===== src/include/conv_params.svh =====
`ifndef CONV_PARAMS_SVH
`define CONV_PARAMS_SVH

// Image geometry
`define CONV_IMG_W  32
`define CONV_IMG_H  32

// One address covers the whole image
`define CONV_ADDR_W 10

// Pixels and coefficients share a width
`define CONV_PIX_W  8

// Nine 16-bit products fit with margin
`define CONV_ACC_W  20

`endif


===== src/hw/conv_pkg.sv =====
`default_nettype none

`include "conv_params.svh"

package conv_pkg;

    typedef logic signed [`CONV_PIX_W-1:0]  pix_t;
    typedef logic signed [`CONV_PIX_W-1:0]  coef_t;
    typedef logic        [`CONV_ADDR_W-1:0] addr_t;

    // Row-major 3x3 window, index 4 is the center
    typedef pix_t  [0:8] patch_t;
    typedef addr_t [0:8] patch_addr_t;

    typedef logic signed [`CONV_ACC_W-1:0]  acc_t;

endpackage

`default_nettype wire


===== src/hw/conv_ifs.sv =====
`timescale 1ns/10ps
`default_nettype none


interface patch_pix_if
    import conv_pkg::*;
();
    patch_t pixel;
    logic   load_done; // One cycle per new patch

    modport latch (output pixel, output load_done);
    modport mac (input pixel, input load_done);
endinterface

`default_nettype wire


===== src/hw/conv_mac.sv =====
`timescale 1ns/10ps
`default_nettype none

`include "conv_params.svh"

module conv_mac
    import conv_pkg::*;
(
    input  wire        clk,
    input  wire        rst,
    input  wire        coef_wr,
    input  wire  [3:0] coef_idx,
    input  wire coef_t coef_data,
    patch_pix_if.mac   pix_bus,
    output logic       out_valid,
    output acc_t       out_data
);

    localparam int TAPS   = 9;
    localparam int PROD_W = 2 * `CONV_PIX_W;

    coef_t                    coef_q [TAPS];
    logic signed [PROD_W-1:0] prod_q [TAPS];
    acc_t                     sum_c;
    acc_t                     acc_q;
    logic [1:0]               vld_q;

    always_ff @(posedge clk or negedge rst)
    begin
        if (!rst)
        begin
            for (int i = 0; i < TAPS; i++)
            begin
                coef_q[i] <= '0;
            end
        end
        else if (coef_wr && (coef_idx < TAPS))
        begin
            coef_q[coef_idx] <= coef_data;
        end
    end

    // Stage 1
    always_ff @(posedge clk)
    begin
        for (int i = 0; i < TAPS; i++)
        begin
            prod_q[i] <= $signed(pix_bus.pixel[i]) * coef_q[i];
        end
    end

    always_comb
    begin
        sum_c = '0;
        for (int i = 0; i < TAPS; i++)
        begin
            sum_c = sum_c + acc_t'(prod_q[i]); // Sign extended
        end
    end

    // Stage 2
    always_ff @(posedge clk)
    begin
        acc_q <= sum_c;
    end

    always_ff @(posedge clk or negedge rst)
    begin
        if (!rst)
        begin
            vld_q <= '0;
        end
        else
        begin
            vld_q <= {vld_q[0], pix_bus.load_done};
        end
    end

    assign out_valid = vld_q[1];
    assign out_data  = acc_q;

endmodule

`default_nettype wire


===== src/flat_wrapper.sv =====
// flat-port wrapper written by rule: the top's interface ports become plain ports
module conv_mac_flat import conv_pkg::*;
  (clk, rst, coef_wr, coef_idx, coef_data, out_valid, out_data, pix_bus_pixel, pix_bus_load_done);
  patch_pix_if pix_bus_i ();
  input  wire clk;
  input  wire rst;
  input  wire coef_wr;
  input  wire  [3:0] coef_idx;
  input  wire coef_t coef_data;
  output logic out_valid;
  output acc_t out_data;
  input wire logic [$bits(pix_bus_i.pixel)-1:0] pix_bus_pixel;
  input wire logic [$bits(pix_bus_i.load_done)-1:0] pix_bus_load_done;
  assign pix_bus_i.pixel = pix_bus_pixel;
  assign pix_bus_i.load_done = pix_bus_load_done;
  conv_mac u_core (.clk(clk), .rst(rst), .coef_wr(coef_wr), .coef_idx(coef_idx), .coef_data(coef_data), .pix_bus(pix_bus_i), .out_valid(out_valid), .out_data(out_data));
endmodule

===== config.mk =====
export PLATFORM = sky130hd
export DESIGN_NAME = conv_mac_flat
export DESIGN_NICKNAME = d
export VERILOG_FILES = /design/src/hw/conv_pkg.sv /design/src/hw/conv_ifs.sv /design/src/hw/conv_mac.sv /design/src/flat_wrapper.sv
export VERILOG_INCLUDE_DIRS = /design/src /design/src/include
export SDC_FILE = /design/constraint.sdc
export NUM_CORES = 2
export LEC_CHECK = 0
export ABC_AREA = 1
export BUFFER_PORTS_ARGS = -buffer_cell sky130_fd_sc_hd__buf_4
export CAP_MARGIN = 20
export CELL_PAD_IN_SITES_DETAIL_PLACEMENT = 1
export CELL_PAD_IN_SITES_GLOBAL_PLACEMENT = 2
export CORE_ASPECT_RATIO = 2
export CORE_MARGIN = 4
export CORE_UTILIZATION = 40
export CTS_CLUSTER_DIAMETER = 200
export DETAILED_ROUTE_END_ITERATION = 10
export PLACE_DENSITY_LB_ADDON = 0.1
export RECOVER_POWER = 25
export SLEW_MARGIN = 20
export SYNTH_ARGS = -nofsm -noshare
export SYNTH_HDL_FRONTEND = slang
export SYNTH_SLANG_ARGS = --single-unit

===== constraint.sdc =====
create_clock -name clk -period 7.45 [get_ports clk]
set_clock_uncertainty 0.15 [all_clocks]
set_input_delay 0.745 -clock clk [delete_from_list [all_inputs] [get_ports clk]]
set_output_delay 0.745 -clock clk [all_outputs]
set_load 0.01 [all_outputs]

# After elaboration in Yosys (flattened, before gate mapping)
# Memories as Yosys holds them, arrays and structs flattened.
# Cells that the tools add are included.
dict set report classes {
  add_sub_neg 8
  n_mul 9
  order_cmp 3
  muxes 3
  bitwise 1
  n_reduce_logical 2
}
# operator n
set op_table {}
lappend op_table {{8-bit by 8-bit multiplier with 16-bit output} 9}
lappend op_table {{20-bit by 16-bit adder with 20-bit output} 6}
lappend op_table {{72-bit bitwise mux} 1}
lappend op_table {{8-bit demux with 4-bit select} 1}
lappend op_table {{17-bit by 16-bit adder with 18-bit output} 1}
lappend op_table {{16-bit by 16-bit adder with 17-bit output} 1}
lappend op_table {{8-bit 2-to-1 mux} 1}
lappend op_table {{5-bit >= comparator, second input constant} 1}
lappend op_table {{5-bit by 1-bit less-than comparator with 1-bit output, second input constant} 1}
lappend op_table {{4-bit NOT with 5-bit output} 1}
lappend op_table {{4-bit less-than comparator, second input constant} 1}
lappend op_table {{1-bit logical AND} 2}
dict set report totals {
  ff_bits 94
  ram_bits 144
  in_bits 88
  out_inout_bits 21
  wordCells 38
  memories 1
}
# memory words width read_ports rd_ports_with_merged_regs wr line_no
set mem_list {}
lappend mem_list {u_core.prod_q 9 16 9 0 9 conv_mac.sv:23} ;# logic signed [PROD_W-1:0] prod_q [TAPS];

# Longest topological paths before layout
dict set report depth {
  depth_word 8
  ltp_mapped 29
  ltp_nobuf 29
}

# Least setup slack after synthesis
# No wires, ideal clock.
dict set report synth_path {
  kind {flip-flop to flip-flop}
  start {memory u_core.prod_q[0][1] (netlist name)}
  end {register u_core.acc_q[18] (netlist: u_core.out_data[18])}
  setup_ns 0.113
  arrival_ns 5.098
  t_required_ns 7.187
  path_slack_ns 2.089
  path_stages_with_launch 28
  n_path_buf 0
  synth_period_minus_slack_ns 5.361
  path_cell_list {dfxtp_1 inv_1 fa_1 inv_1 ha_1 inv_1 fa_1 o21ai_0 nand2_1 nand2_1 nand2_1 nand3_1 nand2_1 fa_1 inv_1 fa_1 inv_1 fa_1 fa_1 inv_1 ha_1 nand2_1 nor2_1 nand2_1 nor2_1 nand2_1 nand4_1 nand2_1}
}
# element line_no
set synth_lines {}
lappend synth_lines {{start, declared} conv_mac.sv:23}
lappend synth_lines {{end signal, assigned} conv_mac.sv:64} ;# acc_q <= sum_c;
lappend synth_lines {{end, declared} conv_mac.sv:25} ;# acc_t acc_q;

==> impl_metrics.ini <==
[status]
outcome = finished, violations left
failed_checks = max-capacitance violations, max-slew violations

[synthesis]
synth_nets = 5261
synth.most_common_cell = inv_1
mappedNetlistArea_mm2 = 0.0341
synth_top_family_by_area = adder cells
synthArstFlopShare_pct = 31.1
synth_top_cell_by_area = fa_1
yosysUniqueCellTypes = 30
netlist.area_leader.share_pct = 35.2
synth-simple-area-share_pct = 16.2
synth_compound_area_share_pct = 3.92
yosys_warnings = 0
synth_commonest_cells = inv_1, nand2_1, fa_1, ha_1, dfxtp_1
dominantRegCellSynth = dfxtp_1
synth-xor-area-share_pct = 3.13
synth_edf_count = 0
synth-seq-cells = 238
synth_cells = 4275
syn_avg_cell_area_um2 = 7.98
ys_seq_area_share_pct = 15.1
synthTopCellsByArea = fa_1, inv_1, nand2_1
synthAdderAreaFrac_pct = 46.1
synth_mux_area_share_pct = 0

[sta]
fmax_mhz = 168
finalSetupTns_ns = 0
slew_viol_final = 77
min_period_over_period_pct = 79.8
fin_crit_ns = 5.94
worst_slew_pin_slew_ns = 2.73
grt_setup_unrepaired = false
maxSlewHeadroom_pct = -82.3
final-setup-viol-count = 0
hold_viol = 0

[floorplan]
ioPinCount = 109
start_util_pct = 40.3
die-area_mm2 = 0.0903
core_region_area_mm2 = 0.0846
die_h_um = 421
die_w_um = 215
rows = 151

[critical_path]
cp_data_arrival_time_ns = 6.29
critPathCaptureType = register
worst-path-max-fanout = 5
ff2ff_path_depth = 26
worst_ep_required_time_ns = 7.80
start_kind = register
critPathKind = reg -> reg

[hold_path]
min_path_type = in -> reg
whs_path_depth = 1

[grt]
antenna_found_initial = 8
grt_max_degree = 41
first_global_vias = 29500
grt_usage_pct = 23.1
grt.overflow.total = 0
grt_pass1_wl_um = 161000

[clock_network]
cts_resized = 0
clock_path_buffers = 3
cts_hold_buf = 0
cts_tree = yes
worstSkewPairLatency_ns = 0.60
cts.sinks = 238
postCtsSetupBuffers = 0
root_buffer = clkbuf_16
cts_buffers = 27
h-tree-depth = 1
path_clk_slew_ns = 0.07

[placement]
post-place-cells = 5314
io_buffer_count = 108
place_area_mm2 = 0.0357
gp_congestion = 0.854
place_hpwl_um = 87900

[routing]
wirelength_um = 101000
drc_errors = 0
wire_per_inst_um = 18.9
first_pass_iters = 5
ant_nets = 0
dr.first_iter.drc_count = 722
routed_via_density = 4.74
via_count = 25400

[finish]
final_util_pct = 43.3
syn2layout_area_growth_pct = 7.31
nFillCells = 10300
nets = 5258
fin_area_mm2 = 0.0366
drive_above_1_share_pct = 5.17
final_cell_count_no_fill = 5366

[flow_run]
cap_violations = 3
[cell families after synthesis]
group / count (synthesis)
flops: 238
simple gates: 1356
buf+inv: 1408
xor+xnor: 122
fa+ha+maj: 898
compound gates: 253
[per-layer routing]
layer | GRT usage (%) | vias up | part of all wire [%]
met2 | 47.7 | 310 | 58
met4 | 11.0 | 0 | 6.0
li1 | - | 12200 | -
met1 | 22.6 | 12700 | 34
met5 | 0 | - | 0
met3 | 1.59 | 190 | 1.9
[worst max-delay path, stage by stage (launching register included)]
cell     delay (ns)
dfxtp_1        0.31
inv_1          0.05
fa_1           0.46
inv_1          0.06
ha_1           0.15
inv_1          0.06
fa_1           0.48
o21ai_0        0.42
nand3_1        0.22
nand3_1        0.14
nand2_1        0.05
nand2_1        0.06
inv_1          0.05
fa_1           0.47
inv_1          0.05
fa_1           0.50
fa_1           0.43
fa_1           0.49
inv_1          0.04
ha_1           0.37
nand2_1        0.12
inv_1          0.10
nand3_1        0.15
nor2_1         0.17
nand3_1        0.12
nand4_1        0.11
nand2_1        0.05
[layout by cell type, fill, tap and decap left out, types with 28 or more instances in the layout]
cell type and instances:
dfrtp_1 74, xor2_1 75, clkbuf_16 28, ha_1 298, or2_2 63, nand3_1 113, xnor2_1 47, nand2_1 1017
o21ai_0 117, inv_1 1264, nor2_1 121, a21oi_1 103, buf_4 107, fa_1 600, dfxtp_1 164
[through the flow]
step	setup WS, ns	hold WS (ns)
6_report	1.51	0.127
4_1_cts	1.48	0.00531
3_5_place_dp	1.47	0.196
5_1_grt	1.12	0.101
3_3_place_gp	1.56	0.194
2_1_floorplan	2.09	0.181
[state kept, by name, indices dropped and copies added, names as in the netlist]
| name | count |
|---|---|
| u_core.prod_q | 144 |
| u_core.out_data | 20 |
| u_core.coef_q | 72 |
| u_core.vld_q | 2 |
[final timing paths]
check	from	endpoint	slack [ns]
worst max register to register	u_core.prod_q[0][1]	u_core.out_data[19]	1.51
worst min-delay path	pix_bus_load_done	u_core.vld_q[0]	0.13
min in group asynchronous	rst	u_core.coef_q[46]	0.86
max in group asynchronous	rst	u_core.coef_q[63]	2.84
worst max-delay path	u_core.prod_q[0][1]	u_core.out_data[19]	1.51
worst min register to register	u_core.vld_q[0]	u_core.vld_q[1]	0.20
[layout make-up]
cell class / count / area, µm² / share of cell area (%)
diodes: 2 / 5.00 / 0.0137
clock buffers: 34 / 743 / 2.03
clock inverters: 16 / 156 / 0.427
inverters: 1264 / 4740 / 13.0
multi-input cells: 2629 / 23700 / 64.6
flip-flops and latches: 238 / 5130 / 14.0
well taps: 1071 / 1340 / 3.66
repair buffers: 112 / 826 / 2.26
Power is left out: the tool's default activity adds up to more than one toggle a clock period on the data nets, which glitch-free logic cannot reach.
