### src/include/conv_params.svh
`ifndef CONV_PARAMS_SVH
`define CONV_PARAMS_SVH

// Image geometry
`define CONV_IMG_W  32
`define CONV_IMG_H  32

// One address covers the whole image
`define CONV_ADDR_W 10

// Pixels and coefficients share a width
`define CONV_PIX_W  8

// Nine 16-bit products fit with margin
`define CONV_ACC_W  20

`endif

### src/hw/conv_pkg.sv
`default_nettype none

`include "conv_params.svh"

package conv_pkg;

    typedef logic signed [`CONV_PIX_W-1:0]  pix_t;
    typedef logic signed [`CONV_PIX_W-1:0]  coef_t;
    typedef logic        [`CONV_ADDR_W-1:0] addr_t;

    // Row-major 3x3 window, index 4 is the center
    typedef pix_t  [0:8] patch_t;
    typedef addr_t [0:8] patch_addr_t;

    typedef logic signed [`CONV_ACC_W-1:0]  acc_t;

endpackage

`default_nettype wire

### src/hw/conv_ifs.sv
`timescale 1ns/10ps
`default_nettype none

interface patch_addr_if
    import conv_pkg::*;
();
    patch_addr_t pixel_addr;
    logic        load;
    logic        load_full_patch; // Low means shift up one row

    modport ctrl (output pixel_addr, output load, output load_full_patch);
    modport latch (input pixel_addr, input load, input load_full_patch);
endinterface


`default_nettype wire

### src/hw/patch_scan_ctrl.sv
`timescale 1ns/10ps
`default_nettype none

`include "conv_params.svh"

module patch_scan_ctrl
    import conv_pkg::*;
(
    input  wire        clk,
    input  wire        rst,
    input  wire        start,
    output logic       busy,
    output logic       done,
    patch_addr_if.ctrl addr_bus
);

    localparam int OUT_W = `CONV_IMG_W - 2;
    localparam int OUT_H = `CONV_IMG_H - 2;
    localparam int CNT_W = $clog2(`CONV_IMG_W);
    // Last issue to done: memory, load, latch, two MAC stages
    localparam int TAIL = 5;

    logic             run;
    logic [CNT_W-1:0] row_cnt;
    logic [CNT_W-1:0] col_cnt;
    logic             last_pos;
    logic             issue_q;
    logic             full_q;
    logic             load_q;
    logic             load_full_q;
    logic [TAIL-1:0]  tail;
    addr_t            base;
    patch_addr_t      addr_next;
    patch_addr_t      addr_q;

    assign last_pos = (row_cnt == OUT_H - 1) && (col_cnt == OUT_W - 1);
    assign base     = addr_t'(row_cnt * `CONV_IMG_W + col_cnt); // Top-left pixel

    always_comb
    begin
        for (int r = 0; r < 3; r++)
        begin
            for (int k = 0; k < 3; k++)
            begin
                addr_next[r*3+k] = base + addr_t'(r * `CONV_IMG_W + k);
            end
        end
    end

    always_ff @(posedge clk)
    begin
        if (run)
        begin
            addr_q <= addr_next;
        end
    end

    always_ff @(posedge clk or negedge rst)
    begin
        if (!rst)
        begin
            run         <= 1'b0;
            busy        <= 1'b0;
            done        <= 1'b0;
            row_cnt     <= '0;
            col_cnt     <= '0;
            issue_q     <= 1'b0;
            full_q      <= 1'b0;
            load_q      <= 1'b0;
            load_full_q <= 1'b0;
            tail        <= '0;
        end
        else
        begin
            issue_q     <= run;
            full_q      <= run && (row_cnt == 0); // Top of column
            load_q      <= issue_q;               // Memory read latency
            load_full_q <= full_q;
            tail        <= {tail[TAIL-2:0], run && last_pos};
            done        <= tail[TAIL-1];

            if (!busy && start)
            begin
                run  <= 1'b1;
                busy <= 1'b1;
            end
            else if (tail[TAIL-1])
            begin
                busy <= 1'b0;
            end

            // Column-major walk, row is the fast counter
            if (run)
            begin
                if (last_pos)
                begin
                    run     <= 1'b0;
                    row_cnt <= '0;
                    col_cnt <= '0;
                end
                else if (row_cnt == OUT_H - 1)
                begin
                    row_cnt <= '0;
                    col_cnt <= col_cnt + 1'b1;
                end
                else
                begin
                    row_cnt <= row_cnt + 1'b1;
                end
            end
        end
    end

    assign addr_bus.pixel_addr      = addr_q;
    assign addr_bus.load            = load_q;
    assign addr_bus.load_full_patch = load_full_q;

endmodule

`default_nettype wire

### src/flat_wrapper.sv
// flat-port wrapper written by rule: the top's interface ports become plain ports
module patch_scan_ctrl_flat import conv_pkg::*;
  (clk, rst, start, busy, done, addr_bus_pixel_addr, addr_bus_load, addr_bus_load_full_patch);
  patch_addr_if addr_bus_i ();
  input  wire clk;
  input  wire rst;
  input  wire start;
  output logic busy;
  output logic done;
  output wire logic [$bits(addr_bus_i.pixel_addr)-1:0] addr_bus_pixel_addr;
  output wire logic [$bits(addr_bus_i.load)-1:0] addr_bus_load;
  output wire logic [$bits(addr_bus_i.load_full_patch)-1:0] addr_bus_load_full_patch;
  assign addr_bus_pixel_addr = addr_bus_i.pixel_addr;
  assign addr_bus_load = addr_bus_i.load;
  assign addr_bus_load_full_patch = addr_bus_i.load_full_patch;
  patch_scan_ctrl u_core (.clk(clk), .rst(rst), .start(start), .busy(busy), .done(done), .addr_bus(addr_bus_i));
endmodule
### config.mk
export PLATFORM = sky130hd
export DESIGN_NAME = patch_scan_ctrl_flat
export DESIGN_NICKNAME = d
export VERILOG_FILES = /design/src/hw/conv_pkg.sv /design/src/hw/conv_ifs.sv /design/src/hw/patch_scan_ctrl.sv /design/src/flat_wrapper.sv
export VERILOG_INCLUDE_DIRS = /design/src /design/src/include
export SDC_FILE = /design/constraint.sdc
export NUM_CORES = 1
export LEC_CHECK = 0
export BUFFER_PORTS_ARGS = -buffer_cell sky130_fd_sc_hd__buf_2
export CELL_PAD_IN_SITES_DETAIL_PLACEMENT = 1
export CELL_PAD_IN_SITES_GLOBAL_PLACEMENT = 2
export CORE_MARGIN = 5
export CORE_UTILIZATION = 34
export DETAILED_ROUTE_END_ITERATION = 10
export GPL_TIMING_DRIVEN = 0
export PLACE_DENSITY = 0.86
export SLEW_MARGIN = 15
export SYNTH_ARGS = -nofsm -noshare
export SYNTH_HDL_FRONTEND = slang
export SYNTH_SLANG_ARGS = --single-unit
### constraint.sdc
create_clock -name clk -period 3 [get_ports clk]
set_clock_uncertainty 0.2 [all_clocks]
set_input_delay 0.9 -clock clk [delete_from_list [all_inputs] [get_ports clk]]
set_output_delay 0.9 -clock clk [all_outputs]
set_load 0.02 [all_outputs]
## Yosys cells after proc, flatten, opt, wreduce, memory -nomap -nowiden

Cells that the tools add are included.

| word-level totals | value |
|---|---|
| flip-flop bits (word level) | 112 |
| logic and storage cells | 50 |
| output and inout port bits | 94 |

| operators by class | value |
|---|---|
| eq/ne operators | 2 |
| $add $sub $neg | 11 |
| mux-type cells | 9 |
| reductions and logical operators | 9 |

Operator list:

| operator | count |
|---|---|
| 10-bit by 6-bit adder with 10-bit output (second input constant) | 3 |
| 10-bit by 7-bit adder with 10-bit output (second input constant) | 3 |
| 5-bit 2-to-1 mux | 4 |
| 10-bit by 1-bit adder with 10-bit output (second input constant) | 1 |
| 10-bit by 2-bit adder with 10-bit output (second input constant) | 1 |
| 10-bit by 5-bit adder with 10-bit output | 1 |
| 5-bit by 1-bit adder with 5-bit output (second input constant) | 2 |
| 5-bit equality test (second input constant) | 2 |
| 5-bit logical NOT | 1 |
| 1-bit 2-to-1 mux | 5 |
| 1-bit logical AND | 4 |
| 2-bit nonzero test | 2 |
| 2-bit AND reduction | 1 |
| 1-bit logical NOT | 1 |

## Longest topological paths before layout

Gate-level depths: netlist of run 1.

| logic depth | value |
|---|---|
| depth after elaboration | 5 |
| gate-level depth with buffers | 7 |

## Least setup slack after synthesis of run 1

No wires, ideal clock.

| path | value |
|---|---|
| path kind | register -> register |
| from | register u_core.run |
| to | register u_core.row_cnt[0] |
| clock period less this slack | 2.532 ns |
| cell stages (with the launch flop) | 4 |
| arrival | 2.249 ns |
| setup time | 0.083 ns |
| path slack | 0.468 ns |
| cells stage by stage | dfrtp_1 > inv_1 > or3_1 > o21ai_0 |

RTL lines:

| element | line | text |
|---|---|---|
| start: declaration | patch_scan_ctrl.sv:23 | `logic run;` |
| start signal: assignment | patch_scan_ctrl.sv:62 | `run <= 1'b0;` |
| start signal: assignment | patch_scan_ctrl.sv:84 | `run <= 1'b1;` |
| start signal: assignment | patch_scan_ctrl.sv:97 | `run <= 1'b0;` |
| end signal: assignment | patch_scan_ctrl.sv:108 | `row_cnt <= row_cnt + 1'b1;` |
| end: declaration | patch_scan_ctrl.sv:24 | `logic [CNT_W-1:0] row_cnt;` |

==> results of run 1 <==
-- cell usage in the layout, fill, tap and decap left out, drive strengths merged, types with 9 or more instances in the layout --
cell type	instances
buf	145
edfxtp	56
xnor2	26
dfrtp	22
clkbuf	13
inv	12
nand2	12
nand3	11
o21ai	10
ha	10
a31oi	9
-- final cells by class --
class | instances | share of cell area, %
flip-flops and latches | 78 | 50.87
inverters | 11 | 0.9404
plain buffers | 50 | 7.894
multi-input cells | 124 | 20.49
clock inverters | 5 | 1.311
well taps | 136 | 3.876
clock buffers | 11 | 3.220
repair buffers | 97 | 11.40
-- logic make-up after synthesis --
logic type,count (synthesis),share of synthesized area (%)
muxes,1,0.2844
DFF,78,63.42
xor gates and xnor gates,32,7.963
and+or+nand+nor,48,7.643
adders and majority gates,10,3.555
buffers and inverters,61,11.02
AOI/OAI and AO/OA,33,6.115
-- sequential cells by signal, indices dropped and copies added (netlist names) --
signal                           count
u_core.addr_bus.load                 1
u_core.addr_bus.load_full_patch      1
u_core.addr_bus.pixel_addr          56
u_core.busy                          1
u_core.col_cnt                       5
u_core.done                          1
u_core.full_q                        1
u_core.issue_q                       1
u_core.row_cnt                       5
u_core.run                           1
u_core.tail                          5
-- cells in the mapped netlist --
cell       count  share of area, %
or3_1          1              0.18
clkbuf_1       2              0.21
a2bb2oi_1      1              0.25
o211ai_1       1              0.21
nand2_2        1              0.18
ha_1          10               3.6
a22o_1         1              0.25
and2_1         1              0.18
a21boi_0       1              0.21
nand4_1        2              0.36
a41oi_1        3              0.75
xor2_1         6               1.5
xnor2_1       26               6.5
nand2b_1       2              0.36
mux2i_1        1              0.28
a31oi_1        9               1.6
o31ai_1        2              0.43
buf_6          1              0.32
nand4_2        2              0.71
buf_2         10               1.4
or2_2          2              0.36
a31o_1         1              0.25
inv_1         11               1.2
and2_4         1              0.25
nand3_1       11               1.6
nor2_1         6              0.64
buf_4         37               7.9
and3_1         2              0.36
dfrtp_1       22                16
and4_1         3              0.75
a21oi_1        1              0.14
or4_1          1              0.21
o311ai_0       1              0.25
nor4_1         1              0.18
nand2_1       11               1.2
edfxtp_1      56                48
o22ai_1        2              0.36
nand3b_1       1              0.21
o21ai_0       10               1.4
-- worst paths after layout --
| kind | endpoint | slack [ns] | cells after the start |
|---|---|---|---|
| setup / recovery | u_core.addr_bus.pixel_addr[19] | 0.62 | 6 |
| hold / removal | u_core.tail[1] | 0.15 | 0 |
| setup reg to reg | u_core.addr_bus.pixel_addr[19] | 0.62 | 6 |
| hold reg to reg | u_core.tail[1] | 0.15 | 0 |
| max in group asynchronous | u_core.run | 1.92 | 1 |
| min in group asynchronous | u_core.done | 0.30 | 1 |
-- routing by layer --
metal,GRT usage (%),vias up,wire [um]
met4,5.515,0,183
met1,15.63,1140,3208
li1,-,1108,-
met2,22.74,60,4214
met5,0,-,0
met3,2.337,17,343
-- worst register-to-register path: cells and delay by family, from the launching register on --
family,cells,cell delay (ns)
flops,1,0.45
buf+inv,3,0.59
simple gates,2,0.62
fa+ha+maj,1,0.39
-- power breakdown --
part	switching, mW	internal, mW	total, mW	leakage [nW]
Sequential	0	1.14	1.14	0.726
Combinational	0.00577	0.000931	0.00670	0.907
Clock	0.386	0.408	0.794	0.0999
Total	0.392	1.55	1.94	1.73
-- through the flow --
step | hold WS, ns | instance area [um^2]
2_1_floorplan | 0.1312 | 3520
3_3_place_gp | 0.1336 | 4170
3_5_place_dp | 0.1363 | 4192
4_1_cts | 0.1527 | 4390
5_1_grt | 0.1643 | 4390
6_report | 0.1469 | 4390
==> run metrics, run 1 <==
Hold WC Path Type flip-flop to flip-flop; Avg Cell Area, Syn 13.38 um^2; cell mode on critical path inv_1; Syn Inst Count around 260; FF-to-FF Start u_core.row_cnt[1]; worst slew pin tran 0.6267 ns; Post-Synthesis Cell Area about 0.0035 mm^2; DR vias/cell 4.541; Finished Core Util 42.91%; TritonCTS clock tree built; CTS Hold Bufs 0; initial core utilization 34.40%; max_slew headroom 58.22%; antenna cells 0; fin nets approximately 380; CTS buffer count 9; Clk pin slew, worst setup/hold paths 0.09 ns; footprint of the multi-input gates roughly 900 um^2; crit path kind flip-flop to flip-flop; Hold Path Origin u_core.tail[0]; Hold Violations, Final 0; CP top delay family simple AND/OR/NAND/NOR gates; sequential cell area 0.002233 mm^2; clk buf depth 2; # port buffers 96; sequential share of the synthesized area 63.42%; pre-CTS setup slack between 0.6 and 0.7 ns; final worst path period need 2.379 ns; register bit total from synthesis 78; unrepaired setup endpoints after global routing no; clk sink count 78; Starting DRT DRC Count 101; Critical Path Start u_core.row_cnt[1]; Antenna Violating Nets Remaining 0; Leak approximately 1.7 nW; Final HPWL DP 5929 um; DRC 0; CORE AREA 0.01023 mm^2; CP bufs+invs 3; Worst path max stage delay about 0.52 ns; IO Pins 97; GRT overflow 0; Yosys warnings 0; Layout Cells excl Fill 512; Clock Latency Late Sink about 0.35 ns; Max Cap Viol 0; share of cells above drive strength 1 roughly 44%; Routed WL 7949 um; fmax 420.3 MHz; CP max stage cell or4_1; clk root buf clkbuf_8; Area Overhead vs Synth 24.74%; number of fill cells 1128; Tcrit/Tclk final about 80%; Final WS setup about 0.62 ns; status completed; GPL Wtd Cong 0.8025; VDD IR-drop max 0.2094 mV; Die Height 111.7 um; Power Total approximately 2 mW; Max H-tree Level 3; Post-Place Cells 496; largest net degree at the start of global routing 36; crit start category flip-flop; vias in the first global route 2461; initial antenna violation count 0; global router's overall resource usage 12.98%; CP Cell Sequence buf_2, inv_1, ha_1, inv_1, or4_1, nand4_1; number of distinct library cells after synthesis 39; Final setup viols 0; setup TNS 0 ns; max-slew violations 0; Die W approximately 110 um; Worst Path Arrival 2.39 ns; detailed-router iteration count before antenna repair 4; post-cts sizing count 0; first-pass GRT wire length 12960 um; die area 0.01249 mm^2; Row Count 37; drt wl/cell between 15 and 20 um; DR vias 2325; CP Capture Type flip-flop; Max FO, Critical Path 8; Required @ worst endpoint around 3 ns; setup bufs post-CTS 0; pwr/cell area 442.6 mW/mm^2; syn_nets 276
Note: power is estimated with default switching activity, not from simulation.
==> run 2: changes to the inputs <==
clock period = 2.4 ns   (was 3 ns; I/O delays follow)
==> run metrics, run 2 (synthesized netlist as in run 1, its figures left out) <==
TritonCTS clock tree built; max_slew headroom 49.43% (-8.8 points); first-pass GRT wire length 12730 um (-1.8%); Post-Place Cells 495 (-0.20%); GPL Wtd Cong 0.7763 (-3.3%); DRC 0 (unchanged); max-slew violations 0 (unchanged); Leak 1.728 nW (-0.27%); top routing layer used met4; DR vias 2292 (-1.4%); unrepaired setup endpoints after global routing yes; Layout Cells excl Fill 511 (-0.20%); switch share 19.82% (-0.35 points); DR vias/cell 4.485 (-1.2%); Power Total 2.438 mW (+25%); Final setup viols 0 (unchanged); setup bufs post-CTS 0 (unchanged); clk buf depth 2 (unchanged); CORE AREA 0.01023 mm^2 (unchanged); global router's overall resource usage 12.82% (-0.16 points); drt wl/cell 15.16 um (-2.3%); Clk pin slew, worst setup/hold paths 0.08 ns (about the same); clk sink count 78 (unchanged); commonest cells after routing, fill and taps aside 106 x buf_2, 56 x edfxtp_1, 37 x buf_4; Max Cap Viol 0 (unchanged); CP Capture Type flip-flop; Int Power 1.955 mW (+26%); CTS buffer count 9 (unchanged); metal3 WL 379 um (+10%); crit path kind flip-flop to flip-flop; sw power 0.4832 mW (+23%); detailed-router iteration count before antenna repair 4 (unchanged); die area 0.01249 mm^2 (unchanged); status completed; number of fill cells 1118 (-0.89%); Antenna Violating Nets Remaining 0 (unchanged); initial core utilization 34.40% (unchanged); fmax 427.8 MHz (+1.8%); antenna cells 0 (unchanged); worst slew pin tran 0.7585 ns (+0.1318 ns); Area Overhead vs Synth 24.71% (about the same); Max FO, Critical Path 8 (unchanged); Final HPWL DP 5744 um (-3.1%); Row Count 37 (unchanged); crit start category flip-flop; sequential cell area 0.002236 mm^2 (+0.11%); Hold WC Path Type primary input to asynchronous set/reset pin; wl on met1 3132 um (-2.4%); clk root buf clkbuf_8; Max H-tree Level 3 (unchanged); largest net degree at the start of global routing 62 (+72%); IO Pins 97 (unchanged); vias in the first global route 2458 (-0.12%); Clock Power Share 41.1% (+0.2 points); Required @ worst endpoint 2.43 ns (-0.58 ns); Die W 111.7 um (unchanged); CTS Hold Bufs 0 (unchanged); GRT overflow 0 (unchanged); VDD IR-drop max 0.3291 mV (+57%); fin nets 383 (-0.26%); Routed WL 7749 um (-2.5%); final worst path period need 2.337 ns (-0.04192 ns); Tcrit/Tclk final 97.39% (+18 points); # port buffers 96 (unchanged); commonest non-fill, non-tap cell in the layout buf_2; Hold Violations, Final 0 (unchanged); Combinational Power Share 0.3% (about the same); share of cells above drive strength 1 44.80% (+0.39 points); initial antenna violation count 0 (unchanged); Die Height 111.7 um (unchanged); Clock Latency Late Sink 0.35 ns (about the same); max reg flops 56 (unchanged); Reg power frac 58.6% (-0.2 points); met2 wire len 4126 um (-2.1%); Hold Slack 0.1216 ns (-0.02529 ns); Worst Path Arrival 2.37 ns (-0.02 ns); Starting DRT DRC Count 74 (-27%); Finished Core Util 42.90% (about the same); pwr/cell area 555.5 mW/mm^2 (+26%); footprint of the multi-input gates 902.1 um^2 (+0.28%)
[run 2: routing by layer]
metal  track usage [%]  up-vias
li1                  -     1108
met1             15.07     1125
met3             2.989        8
met4             4.380        0
met2             22.90       51
met5                 0        -
[run 2: worst paths after layout]
kind,startpoint,end,slack (ns),cells past startpoint
max in group asynchronous,rst,u_core.run,1.50,1
min reg2reg,u_core.full_q,u_core.addr_bus.load_full_patch,0.15,0
min,rst,u_core.done,0.12,1
max,u_core.row_cnt[1],u_core.col_cnt[4],0.06,7
max reg2reg,u_core.row_cnt[1],u_core.col_cnt[4],0.06,7
min in group clk,u_core.full_q,u_core.addr_bus.load_full_patch,0.15,0
[run 2: layout make-up]
class / instances / area share, %
inverters: 11 / 0.9407
plain buffers: 50 / 7.896
well taps: 136 / 3.877
clock buffers: 12 / 4.276
clock inverters: 4 / 0.5701
flip-flops and latches: 78 / 50.94
repair buffers: 96 / 10.95
multi-input cells: 124 / 20.55
[run 2: timing repair]
action	CTS	global route
endpoints found under the hold margin	0	0
endpoints found under the setup margin	2	9
resized for setup	1	1
gates cloned	0	0
[run 2: worst max-delay path, stage by stage (launching register included)]
cell and delay, ns:
dfrtp_1 0.45, buf_2 0.22, inv_1 0.29, ha_2 0.34
and4_1 0.23, buf_6 0.14, nand2_1 0.10, a22o_1 0.27
[run 2: through the flow]
step,area [um^2],setup slack [ns],TNS [ns]
3_5_place_dp,4172,-0.04170,-0.08302
4_1_cts,4387,0.007865,0
5_1_grt,4389,-0.03431,-0.05082
3_3_place_gp,4172,0.03113,0
2_1_floorplan,3521,0.3913,0
6_report,4389,0.06264,0
[run 2: power by group through the flow]
stage               Sequential (mW)  Clock (mW)  Combinational (mW)
finish                         1.43        1.00             0.00824
global route                   1.43        1.10              0.0104
CTS                            1.43        1.03             0.00888
detailed placement             1.46           0             0.00897
global placement               1.46           0             0.00891
floorplan                      1.46           0           0.0000191
==> run 3: changes to the inputs <==
ABC_AREA = 1   (was not set)
CORE_UTILIZATION = 33   (was 34)
PLACE_DENSITY = 0.87   (was 0.86)
==> run metrics, run 3 <==
Final setup viols 0 (unchanged); largest net degree at the start of global routing 65 (+4.8%); global router's overall resource usage 12.81% (about the same); unrepaired setup endpoints after global routing no; # port buffers 96 (unchanged); die area 0.01278 mm^2 (+2.4%); Antenna Violating Nets Remaining 0 (unchanged); combinational family with the most area after synthesis simple AND/OR/NAND/NOR gates; register bit total from synthesis 78 (unchanged); initial antenna violation count 0 (unchanged); clk buf depth 2 (unchanged); GPL Wtd Cong 0.7697 (-0.85%); Hold Violations, Final 0 (unchanged); post-synthesis mux area share 0% (-0.28 points); max reg flops 56 (unchanged); pwr/cell area 525.8 mW/mm^2 (-5.3%); dpl cell area 0.004160 mm^2 (-0.27%); crit path kind flip-flop to output pin; Routed WL 7907 um (+2.0%); Die Height 113.1 um (+1.2%); number of distinct library cells after synthesis 21 (-46%); dominant cells by area after synthesis edfxtp_1 48%, dfrtp_1 16%, nand2_1 9.2%, buf_4 7.9%, ha_1 3.6%; first-pass GRT wire length 12940 um (+1.6%); Starting DRT DRC Count 118 (+59%); sequential share of the synthesized area 63.67% (+0.25 points); Clock Power Share 36.8% (-4.3 points); post-synthesis adder-cell area fraction 3.569% (+0.014 points); CORE AREA 0.01032 mm^2 (+0.91%); status completed; simple-gate share of the synthesized area 16.31% (+8.7 points); final worst path period need 2.056 ns (-0.2816 ns); max-slew violations 0 (unchanged); IO Pins 97 (unchanged); Compound-Gate Fraction of Synth Area 1.999% (-4.1 points); antenna cells 0 (unchanged); Syn Inst Count 312 (+19%); top cell type by total area after synthesis edfxtp_1; Die W 113.1 um (+1.2%); R2R setup slack 0.35 ns (+0.29 ns); R2R cell count 4 (-3); number of fill cells 1176 (+5.2%); setup TNS 0 ns (unchanged); syn_nets 325 (+18%); Post-Synthesis Cell Area 0.003506 mm^2 (-0.39%); DR vias 2453 (+7.0%); Int Power 1.794 mW (-8.2%); fin area 0.004325 mm^2 (-1.5%); switch share 21.12% (+1.3 points); Final HPWL DP 5916 um (+3.0%); Row Count 37 (unchanged); Clk pin slew, worst setup/hold paths 0.08 ns (about the same); CTS buffer count 9 (unchanged); Hold WC Path Type primary input to asynchronous set/reset pin; Reg power frac 62.8% (+4.2 points); DRC 0 (unchanged); drt wl/cell 14.12 um (-6.9%); DR vias/cell 4.380 (-2.3%); XOR/XNOR Fraction of Synth Area 3.248% (-4.7 points); r2r endpoint u_core.row_cnt[2]; Clock Latency Late Sink 0.35 ns (about the same); commonest non-fill, non-tap cell in the layout buf_2; initial core utilization 33.96% (-0.44 points); Combinational Power Share 0.4% (about the same); Tcrit/Tclk final 85.66% (-12 points); Post-synth EDFFs 56 (unchanged); clk root buf clkbuf_8; crit start category flip-flop; top cells by count, synth 86 x nand2_1, 56 x edfxtp_1, 37 x buf_4; Avg Cell Area, Syn 11.24 um^2 (-16%); clk sink count 78 (unchanged); Required @ worst endpoint 1.48 ns (-0.95 ns); setup bufs post-CTS 0 (unchanged); dominant synthesized flop cell edfxtp_1; max_slew headroom 46.01% (-3.4 points); Worst Path Arrival 1.14 ns (-1.23 ns); detailed-router iteration count before antenna repair 4 (unchanged); GRT overflow 0 (unchanged); Leak 2.149 nW (+24%); share of the synthesized area in the top cell type 47.97% (+0.19 points); Max FO, Critical Path 6 (-2); TritonCTS clock tree built; FF-to-FF Start u_core.run; asr flop ratio synth 28.21% (unchanged); Max Cap Viol 0 (unchanged); vias in the first global route 2623 (+6.7%); Area Overhead vs Synth 23.38%; sw power 0.4803 mW (-0.60%); post-cts sizing count 0 (-1); VDD IR-drop max 0.2285 mV (-31%); fmax 486.4 MHz (+14%); commonest cells after routing, fill and taps aside 98 x buf_2, 86 x nand2_1, 56 x edfxtp_1; fin nets 432 (+13%); worst slew pin tran 0.8098 ns (+0.05129 ns); CP Capture Type output pin; Max H-tree Level 3 (unchanged); share of cells above drive strength 1 38.44% (-6.4 points); count leader, synth nand2_1; Yosys warnings 0 (unchanged); CTS Hold Bufs 0 (unchanged)
-- run 3: cell count changes after synthesis, moves of 6 or more --
cell,delta
nand2_1,+75
nand3_1,+10
buf_2,-8
a31oi_1,-9
xor2_1,+6
xnor2_1,-25
nor2_1,+11
inv_1,+11
-- run 3: how the worst max path moves through the flow --
stage / startpoint / endpoint / slack [ns] / depth (start not counted)
finish: u_core.addr_bus.pixel_addr[0] / addr_bus_pixel_addr[20] / 0.34 / 2
global route: u_core.row_cnt[1] / u_core.addr_bus.pixel_addr[19] / 0.17 / 7
CTS: u_core.run / u_core.row_cnt[2] / 0.30 / 4
detailed placement: u_core.run / u_core.row_cnt[2] / 0.34 / 4
global placement: u_core.run / u_core.row_cnt[3] / 0.08 / 4
floorplan: u_core.run / u_core.row_cnt[3] / 0.56 / 4
-- run 3: through the flow --
| step | total power [mW] | util, % | hold slack (ns) | std cells | setup slack (ns) |
|---|---|---|---|---|---|
| 5_1_grt | 2.363 | 41.90 | 0.1601 | 560 | 0.1726 |
| 3_5_place_dp | 1.467 | 40.30 | 0.1363 | 544 | 0.3389 |
| 2_1_floorplan | 1.458 | - | 0.1312 | 312 | 0.5650 |
| 6_report | 2.275 | 41.90 | 0.1345 | 560 | 0.3443 |
| 3_3_place_gp | 1.467 | 40.27 | 0.1325 | 544 | 0.08096 |
| 4_1_cts | 2.307 | 41.90 | 0.1403 | 560 | 0.3045 |
-- run 3: worst max-delay path: stages, from the launching register on --
cell and delay, ns:
edfxtp_1 0.47, buf_4 0.17, buf_2 0.15
-- run 3: power groups by stage --
stage	Clock (mW)	Combinational, mW	Sequential [mW]
6_report	0.838	0.00887	1.43
5_1_grt	0.925	0.0107	1.43
4_1_cts	0.870	0.00975	1.43
3_5_place_dp	0	0.00975	1.46
3_3_place_gp	0	0.00995	1.46
2_1_floorplan	0	0.000000775	1.46
-- run 3: layout make-up --
class / count / area [um^2] / area share [%]
multi-input combinational: 169 / 880.8 / 20.36
timing repair buffer: 96 / 480.5 / 11.11
tap: 136 / 170.2 / 3.934
clock buffer: 9 / 123.9 / 2.864
sequential: 78 / 2236 / 51.69
clock inverter: 7 / 41.29 / 0.9546
buffer: 40 / 299.0 / 6.914
inverter: 25 / 93.84 / 2.170
-- run 3: per-layer routing --
metal	track usage (%)	part of all wire, %
met3	2.834	7.2
met1	16.14	44
met5	0	0
met4	6.250	2.1
met2	20.85	47
-- run 3: cell families after synthesis --
kind of cell / Yosys count
AOI/OAI and AO/OA: 13
DFF: 78
xor gates and xnor gates: 13
and+or+nand+nor: 133
buffers and inverters: 65
adders and majority gates: 10
